<file path="src/source/cve_shell_pkg.sv">
// Shared types for the core shell: register file, wake control and key manager
// Scrambling defaults are placeholders and are overridden per instance by the top level
// Interrupt vector bit 0 is software, 1 timer, 2 external, fast lines from bit 3 up

`default_nettype none

package cve_shell_pkg;

  //////////////////////////////////////////////////////////////////////
  // Widths
  //////////////////////////////////////////////////////////////////////

  localparam int unsigned REG_ADDR_W   = 5;
  localparam int unsigned REG_DATA_W   = 32;
  localparam int unsigned SCR_KEY_W    = 128;
  localparam int unsigned SCR_NONCE_W  = 64;
  localparam int unsigned IRQ_NUM_FAST = 15;

  // Register counts for the full and the embedded file
  localparam int unsigned NUM_REGS_FULL = 32;
  localparam int unsigned NUM_REGS_E    = 16;

  typedef logic [REG_ADDR_W-1:0]     reg_addr_t;
  typedef logic [REG_DATA_W-1:0]     reg_data_t;
  typedef logic [SCR_KEY_W-1:0]      scr_key_t;
  typedef logic [SCR_NONCE_W-1:0]    scr_nonce_t;
  typedef logic [IRQ_NUM_FAST+2:0]   irq_vec_t;

  //////////////////////////////////////////////////////////////////////
  // Bundles
  //////////////////////////////////////////////////////////////////////

  // Write-back port from the core
  typedef struct packed {
    logic      we;
    reg_addr_t addr;
    reg_data_t data;
  } rf_wr_t;

  typedef struct packed {
    irq_vec_t lines;
    logic     nm;     // non-maskable
  } irq_t;

  // Key manager states
  typedef enum logic [0:0] {
    KEY_VALID     = 1'b0,
    KEY_REQUESTED = 1'b1
  } key_state_e;

  // Reset values of the scrambling key and nonce
  localparam scr_key_t   SCR_KEY_DEFAULT   = 128'h3a9c_51e7_0bd4_86f2_c75e_1a08_94b3_6fd1;
  localparam scr_nonce_t SCR_NONCE_DEFAULT = 64'h8e27_d40c_5b91_f36a;

endpackage

`default_nettype wire

</file>
<file path="src/source/cve_regfile.sv">
// Flip-flop register file, two combinational read ports and one write port
// Register 0 is hardwired to zero; with RV32E only 16 registers exist
// Writes need clk_en_i; a write while asleep is dropped, never stalled

`timescale 1ns/100ps
`default_nettype none

module cve_regfile import cve_shell_pkg::*; #(
  parameter bit RV32E = 1'b0
) (
  input  logic      clk_i,
  input  logic      rst_ni,

  input  logic      clk_en_i,
  input  rf_wr_t    rf_wr_i,

  input  reg_addr_t raddr_a_i,
  input  reg_addr_t raddr_b_i,
  output reg_data_t rdata_a_o,
  output reg_data_t rdata_b_o
);

  localparam int unsigned NumRegs = RV32E ? NUM_REGS_E : NUM_REGS_FULL;
  localparam int unsigned AddrW   = $clog2(NumRegs);

  reg_data_t regs_q [NumRegs];
  logic      wr_req;
  logic      in_range_a;
  logic      in_range_b;

  // Stands in for the gated core clock
  assign wr_req = clk_en_i & rf_wr_i.we;

  //////////////////////////////////////////////////////////////////////
  // Storage
  //////////////////////////////////////////////////////////////////////

  assign regs_q[0] = '0;

  for (genvar i = 1; i < NumRegs; i++) begin : gen_regs
    logic wr_en;

    // Indices past NumRegs never match, so those writes vanish
    assign wr_en = wr_req & (rf_wr_i.addr == reg_addr_t'(i));

    always_ff @(posedge clk_i or negedge rst_ni) begin
      if (!rst_ni) begin
        regs_q[i] <= '0;
      end else if (wr_en) begin
        regs_q[i] <= rf_wr_i.data;
      end
    end
  end

  //////////////////////////////////////////////////////////////////////
  // Read ports
  //////////////////////////////////////////////////////////////////////

  assign in_range_a = 32'(raddr_a_i) < NumRegs;
  assign in_range_b = 32'(raddr_b_i) < NumRegs;

  assign rdata_a_o = in_range_a ? regs_q[raddr_a_i[AddrW-1:0]] : '0;
  assign rdata_b_o = in_range_b ? regs_q[raddr_b_i[AddrW-1:0]] : '0;

endmodule

`default_nettype wire

</file>
<file path="src/source/cve_wake_ctrl.sv">
// Sleep and wake control for the core
// Busy takes one cycle to reach the enable; debug and interrupts act at once
// After reset the core sleeps until an interrupt or debug request arrives

`timescale 1ns/100ps
`default_nettype none

module cve_wake_ctrl import cve_shell_pkg::*; (
  input  logic     clk_i,
  input  logic     rst_ni,

  input  logic     core_busy_i,
  input  logic     debug_req_i,
  input  irq_t     irq_i,
  input  irq_vec_t irq_en_i,

  output logic     irq_pending_o,
  output logic     clk_en_o,
  output logic     core_sleep_o
);

  logic core_busy_q;
  logic irq_pending;
  logic clk_en;

  //////////////////////////////////////////////////////////////////////
  // Busy flag
  //////////////////////////////////////////////////////////////////////

  always_ff @(posedge clk_i or negedge rst_ni) begin
    if (!rst_ni) begin
      core_busy_q <= 1'b0;
    end else begin
      core_busy_q <= core_busy_i;
    end
  end

  //////////////////////////////////////////////////////////////////////
  // Wake sources
  //////////////////////////////////////////////////////////////////////

  // Any enabled maskable line
  assign irq_pending = |(irq_i.lines & irq_en_i);

  // NMI ignores the mask
  assign clk_en = core_busy_q | debug_req_i | irq_pending | irq_i.nm;

  assign irq_pending_o = irq_pending;
  assign clk_en_o      = clk_en;
  assign core_sleep_o  = ~clk_en;

endmodule

`default_nettype wire

</file>
<file path="src/source/cve_scramble_key_ctrl.sv">
// Scrambling key manager with a hold-until-valid request handshake
// The request stays up until a valid key is seen, however long that takes
// A key offered while no request is pending is still captured

`timescale 1ns/100ps
`default_nettype none

module cve_scramble_key_ctrl import cve_shell_pkg::*; #(
  parameter scr_key_t   RndCnstKey   = SCR_KEY_DEFAULT,
  parameter scr_nonce_t RndCnstNonce = SCR_NONCE_DEFAULT
) (
  input  logic       clk_i,
  input  logic       rst_ni,

  input  logic       icache_inval_i,
  input  logic       scr_key_valid_i,
  input  scr_key_t   scr_key_i,
  input  scr_nonce_t scr_nonce_i,

  output logic       scr_req_o,
  output logic       key_valid_o,
  output scr_key_t   key_o,
  output scr_nonce_t nonce_o
);

  key_state_e state_q;
  key_state_e state_d;
  scr_key_t   key_q;
  scr_nonce_t nonce_q;

  //////////////////////////////////////////////////////////////////////
  // Key and nonce
  //////////////////////////////////////////////////////////////////////

  always_ff @(posedge clk_i or negedge rst_ni) begin
    if (!rst_ni) begin
      key_q   <= RndCnstKey;
      nonce_q <= RndCnstNonce;
    end else if (scr_key_valid_i) begin
      key_q   <= scr_key_i;
      nonce_q <= scr_nonce_i;
    end
  end

  assign key_o   = key_q;
  assign nonce_o = nonce_q;

  //////////////////////////////////////////////////////////////////////
  // Request FSM
  //////////////////////////////////////////////////////////////////////

  always_comb begin
    state_d = state_q;
    unique case (state_q)
      KEY_VALID: begin
        // Cache invalidation retires the current key
        if (icache_inval_i) begin
          state_d = KEY_REQUESTED;
        end
      end
      KEY_REQUESTED: begin
        // Further invalidates are absorbed here
        if (scr_key_valid_i) begin
          state_d = KEY_VALID;
        end
      end
      default: begin
        state_d = KEY_VALID;
      end
    endcase
  end

  always_ff @(posedge clk_i or negedge rst_ni) begin
    if (!rst_ni) begin
      state_q <= KEY_VALID;
    end else begin
      state_q <= state_d;
    end
  end

  // Both outputs come straight from the state register
  assign scr_req_o   = (state_q == KEY_REQUESTED);
  assign key_valid_o = (state_q == KEY_VALID);

endmodule

`default_nettype wire

</file>
<file path="src/source/cve_shell_top.sv">
// Core shell top: wake control, register file and scrambling key manager
// The core is external; its busy flag, write port and read addresses come in as ports
// The register file sees the clock enable as a write qualifier, not a gated clock

`timescale 1ns/100ps
`default_nettype none

module cve_shell_top import cve_shell_pkg::*; #(
  parameter bit         RV32E        = 1'b0,
  parameter scr_key_t   RndCnstKey   = SCR_KEY_DEFAULT,
  parameter scr_nonce_t RndCnstNonce = SCR_NONCE_DEFAULT
) (
  input  logic       clk_i,
  input  logic       rst_ni,

  // Wake control
  input  logic       core_busy_i,
  input  logic       debug_req_i,
  input  irq_t       irq_i,
  input  irq_vec_t   irq_en_i,
  output logic       irq_pending_o,
  output logic       core_sleep_o,

  // Register file
  input  rf_wr_t     rf_wr_i,
  input  reg_addr_t  raddr_a_i,
  input  reg_addr_t  raddr_b_i,
  output reg_data_t  rdata_a_o,
  output reg_data_t  rdata_b_o,

  // Scrambling key
  input  logic       icache_inval_i,
  input  logic       scr_key_valid_i,
  input  scr_key_t   scr_key_i,
  input  scr_nonce_t scr_nonce_i,
  output logic       scr_req_o,
  output logic       key_valid_o,
  output scr_key_t   key_o,
  output scr_nonce_t nonce_o
);

  logic clk_en;

  //////////////////////////////////////////////////////////////////////
  // Sleep and wake
  //////////////////////////////////////////////////////////////////////

  cve_wake_ctrl u_wake_ctrl (
    .clk_i        (clk_i),
    .rst_ni       (rst_ni),
    .core_busy_i  (core_busy_i),
    .debug_req_i  (debug_req_i),
    .irq_i        (irq_i),
    .irq_en_i     (irq_en_i),
    .irq_pending_o(irq_pending_o),
    .clk_en_o     (clk_en),
    .core_sleep_o (core_sleep_o)
  );

  //////////////////////////////////////////////////////////////////////
  // Register file
  //////////////////////////////////////////////////////////////////////

  cve_regfile #(
    .RV32E(RV32E)
  ) u_regfile (
    .clk_i    (clk_i),
    .rst_ni   (rst_ni),
    .clk_en_i (clk_en),
    .rf_wr_i  (rf_wr_i),
    .raddr_a_i(raddr_a_i),
    .raddr_b_i(raddr_b_i),
    .rdata_a_o(rdata_a_o),
    .rdata_b_o(rdata_b_o)
  );

  //////////////////////////////////////////////////////////////////////
  // Scrambling key manager
  //////////////////////////////////////////////////////////////////////

  // Runs on the free clock so a key can land while the core sleeps
  cve_scramble_key_ctrl #(
    .RndCnstKey  (RndCnstKey),
    .RndCnstNonce(RndCnstNonce)
  ) u_key_ctrl (
    .clk_i          (clk_i),
    .rst_ni         (rst_ni),
    .icache_inval_i (icache_inval_i),
    .scr_key_valid_i(scr_key_valid_i),
    .scr_key_i      (scr_key_i),
    .scr_nonce_i    (scr_nonce_i),
    .scr_req_o      (scr_req_o),
    .key_valid_o    (key_valid_o),
    .key_o          (key_o),
    .nonce_o        (nonce_o)
  );

endmodule

`default_nettype wire

</file>
<file path="config.mk">
export PLATFORM = sky130hd
export DESIGN_NAME = cve_shell_top
export DESIGN_NICKNAME = d
export VERILOG_FILES = /design/src/source/cve_shell_pkg.sv /design/src/source/cve_regfile.sv /design/src/source/cve_wake_ctrl.sv /design/src/source/cve_scramble_key_ctrl.sv /design/src/source/cve_shell_top.sv
export SDC_FILE = /design/constraint.sdc
export NUM_CORES = 2
export LEC_CHECK = 0
export BUFFER_PORTS_ARGS = -buffer_cell sky130_fd_sc_hd__buf_2
export CAP_MARGIN = 25
export CELL_PAD_IN_SITES_DETAIL_PLACEMENT = 1
export CELL_PAD_IN_SITES_GLOBAL_PLACEMENT = 1
export CORE_ASPECT_RATIO = 1.75
export CORE_MARGIN = 5
export CORE_UTILIZATION = 50
export CTS_CLUSTER_SIZE = 12
export DETAILED_ROUTE_END_ITERATION = 8
export GPL_TIMING_DRIVEN = 0
export PLACE_DENSITY_LB_ADDON = 0.1
export SLEW_MARGIN = 20
export SYNTH_ARGS = -nofsm -noshare
export SYNTH_HDL_FRONTEND = slang
export SYNTH_SLANG_ARGS = --single-unit
export TNS_END_PERCENT = 20
</file>
<file path="constraint.sdc">
create_clock -name clk_i -period 2.8 [get_ports clk_i]
set_input_delay 0 -clock clk_i [delete_from_list [all_inputs] [get_ports clk_i]]
set_output_delay 0 -clock clk_i [all_outputs]
set_load 0.005 [all_outputs]
</file>
==> flow_summary.json <==
{
  "finalSetupViolCount": 46,
  "start_kind": "input pin",
  "cts-root-buf": "clkbuf_16",
  "antenna_found_initial": 32,
  "track_usage_pct": 43.0,
  "fillers": 11416,
  "vias": 47609,
  "drc": 0,
  "p_seq_share_pct": 45.2,
  "drt_wl_total_um": 279000,
  "synth_fp_nets": 4489,
  "period_share_pct": 109,
  "p_leak_uw": 0.0316,
  "cts_tree": "yes",
  "tightest_slew_ns": 1.19,
  "clock_latency_ns": 0.77,
  "p_clk_share_pct": 31.7,
  "violations": "negative hold slack, negative setup slack",
  "core_sq_um": 120000,
  "final_nets": 5505,
  "fmax_ghz": 0.328,
  "rsz0062_at_grt": "yes",
  "crit_chain": "buf_2, clkbuf_2, nor2b_1, clkbuf_1, a21oi_2, a211oi_4, buf_2",
  "peakVddDrop_uv": 523,
  "path_max_fanout": 10,
  "dr.first_iter.drc_count": 4459,
  "post-route-worst-setup-slack_ns": -0.252,
  "syn_to_final_growth_pct": 21.7,
  "cts_sinks": 1186,
  "grt_pass1_wl_um": 389000,
  "synth_seq_cells": 1186,
  "rows": 168,
  "synth_seq_area_share_pct": 49.5,
  "clock_skew_ns": 0.0342,
  "path_clk_slew_ns": 0.06,
  "p_int_uw": 34900,
  "cts-buffers-inserted": 118,
  "cp_common_cell": "buf_2",
  "syn_avg_cell_area_sq_um": 14.3,
  "gp_congestion": 1.03,
  "fin_crit_ns": 3.05,
  "synthesis.instances": 4206,
  "holdCritPathClass": "in -> async",
  "slowest_stage": "clkbuf_1",
  "reg2reg_to": "u_regfile.regs_q[411]",
  "finalMaxSlewViolations": 0,
  "seqCellArea_sq_um": 29800,
  "p_per_area_nw_per_um2": 687,
  "die_h_um": 469,
  "portBuffers": 536,
  "critical_path_class": "in -> out",
  "cp_data_arrival_time_ns": 3.05,
  "rr_startpoint": "u_wake_ctrl.core_busy_q",
  "status": "complete, but fails checks",
  "critPathRequiredTime_ns": 2.80,
  "cap_violations": 0,
  "start_util_pct": 50.2,
  "placed_cell_area_sq_um": 65200,
  "ys_warn_count": 0,
  "netlist-cell-type-count": 40,
  "first_global_vias": 51828,
  "grt_max_degree": 133,
  "reg2regPathDepth": 6,
  "dieArea_sq_um": 128000,
  "htree_levels": 3,
  "dp.final_hpwl_um": 197000,
  "io-pin-count": 543,
  "multi_input_area_sq_um": 29100,
  "wire_per_inst_um": 40.6,
  "hold_slack_ns": -0.116,
  "crit_family": "buffers and inverters",
  "grt.overflow.total": 0,
  "post-route-cell-area_sq_um": 73200,
  "vias_per_cell": 6.93,
  "p_switching_uw": 15500,
  "crit_buf_inv": 4,
  "drive_gt1_share_pct": 46.9,
  "combPwrFrac_pct": 23.0,
  "slowest_delay_ns": 0.84,
  "ant_nets": 0,
  "drtPass1Iterations": 5,
  "clockBufferDepth": 3,
  "synthesis.area_sq_um": 60200,
  "slew_headroom_pct": 20.8,
  "netSwitchingFraction_pct": 30.7,
  "dieWidth_um": 272,
  "hold_viol_final": 109,
  "end_kind": "output port",
  "rrSetupSlack_ns": 0
}
==> cell families after synthesis <==
| family | Yosys count | synth area share (%) |
|---|---|---|
| buffers and inverters | 480 | 3.42 |
| AO/OA/AOI/OAI | 708 | 9.69 |
| flip-flops | 1186 | 49.5 |
| AND/OR/NAND/NOR | 237 | 1.94 |
| multiplexers | 1595 | 35.4 |
==> per-stage QoR <==
stage / std cells / worst slack [ns] / setup TNS (ns) / power (uW) / util, %
final: 6869 / -0.252 / -3.94 / 50300 / 61.1
after global routing: 6861 / -0.204 / -1.31 / 51800 / 61.1
after CTS: 6847 / -0.0370 / -0.0370 / 49800 / 60.9
after detailed placement: 6290 / -1.20 / -271.03 / 33300 / 54.4
after global placement: 6272 / -25.20 / - / 32700 / 54.1
after floorplan: 4206 / 0.820 / 0 / 28700 / -
==> final cells by class <==
class | instances | area share [%]
diodes | 18 | 0.0615
plain buffers | 474 | 2.99
flip-flops and latches | 1186 | 40.7
well taps | 1530 | 2.61
inverters | 2 | 0.0102
clock inverters | 19 | 0.297
multi-input cells | 2540 | 39.7
repair buffers | 900 | 8.91
clock buffers | 200 | 4.74
==> power by group through the flow <==
stage	registers (uW)	clock network (uW)	logic (uW)
finish	22800	16000	11600
global route	23000	16700	12000
CTS	22600	16000	11200
detailed placement	22800	0	10500
global placement	22600	0	10100
floorplan	22100	0	6590
==> flip-flops by register name (all words and copies together) (netlist names) <==
register and cells:
u_key_ctrl.key_o 128, u_key_ctrl.nonce_o 64, u_key_ctrl.scr_req_o 1, u_regfile.regs_q 992, u_wake_ctrl.core_busy_q 1
==> timing repair <==
item / 4_1_cts / 5_1_grt
endpoints found under the hold margin: 782 / 172
setup buffers: 3 / 0
gates resized for setup: 188 / 38
endpoints found under the setup margin: 307 / 83
cloned: 0 / 0
pin swaps: 1 / 1
hold buffers: 339 / 4
==> how the worst max path moves through the flow <==
stage | from | endpoint | slack [ns] | cells past startpoint
after global placement | rst_ni | u_key_ctrl.nonce_o[39] | -25.20 | 1
after CTS | raddr_a_i[0] | rdata_a_o[5] | -0.04 | 9
after global routing | raddr_b_i[3] | rdata_b_o[6] | -0.20 | 7
after floorplan | u_wake_ctrl.core_busy_q | u_regfile.regs_q[525] | 0.82 | 6
final | raddr_b_i[3] | rdata_b_o[6] | -0.25 | 7
after detailed placement | raddr_a_i[0] | rdata_a_o[5] | -1.20 | 9
==> synth_stat cells <==
cell,instances,share of area (%)
and3b_1,1,0.015
a311o_1,7,0.12
a32o_1,224,3.7
a311oi_2,24,0.60
and2_1,2,0.021
a311oi_1,5,0.073
clkbuf_4,1,0.012
nor3b_1,1,0.012
dfstp_2,96,4.2
mux2i_1,232,3.9
o21ai_0,1,0.0083
nor2_1,74,0.46
clkbuf_1,265,1.7
buf_1,23,0.14
a22oi_1,144,1.8
nor2b_1,9,0.094
mux2_2,964,18
a211oi_1,59,0.74
inv_1,2,0.012
clkbuf_2,1,0.0083
o22ai_1,128,1.3
mux2_1,74,1.4
nand2b_1,10,0.10
nand3_1,8,0.067
a21oi_1,59,0.49
nand2_1,24,0.15
and3_1,33,0.34
nand3_2,1,0.017
or2_0,1,0.010
or2_2,4,0.042
nand3b_1,2,0.025
nor3_1,65,0.54
mux4_2,325,12
or3b_2,1,0.015
buf_4,6,0.075
buf_2,182,1.5
nor3_4,1,0.027
dfrtp_1,1090,45
o221ai_1,52,0.76
a21boi_0,5,0.062
==> routing by layer <==
layer  vias up  GRT usage [%]  part of all wire [%]
met5         -              0                 0.031
met1     25071           45.0                    32
met2      2947           69.5                    47
li1      18514              -                     -
met3      1063           10.0                   7.6
met4        14           43.4                    13
==> layout by cell type (no fill, tap or decap), types with 31 or more instances in the layout <==
master	netlist	layout
dfrtp_1	1090	1090
clkbuf_1	265	288
a32o_1	224	224
clkbuf_16	0	120
dlygate4sd3_1	0	340
nor3_2	0	50
o22ai_1	128	128
buf_2	182	701
mux2_2	964	964
o221ai_1	52	52
dfstp_2	96	96
buf_4	6	31
nor2_1	74	74
clkbuf_2	1	35
mux4_2	325	325
a22oi_1	144	144
and3_1	33	32
mux2i_1	232	232
mux2_1	74	74
(Power assumes the default switching activity.)
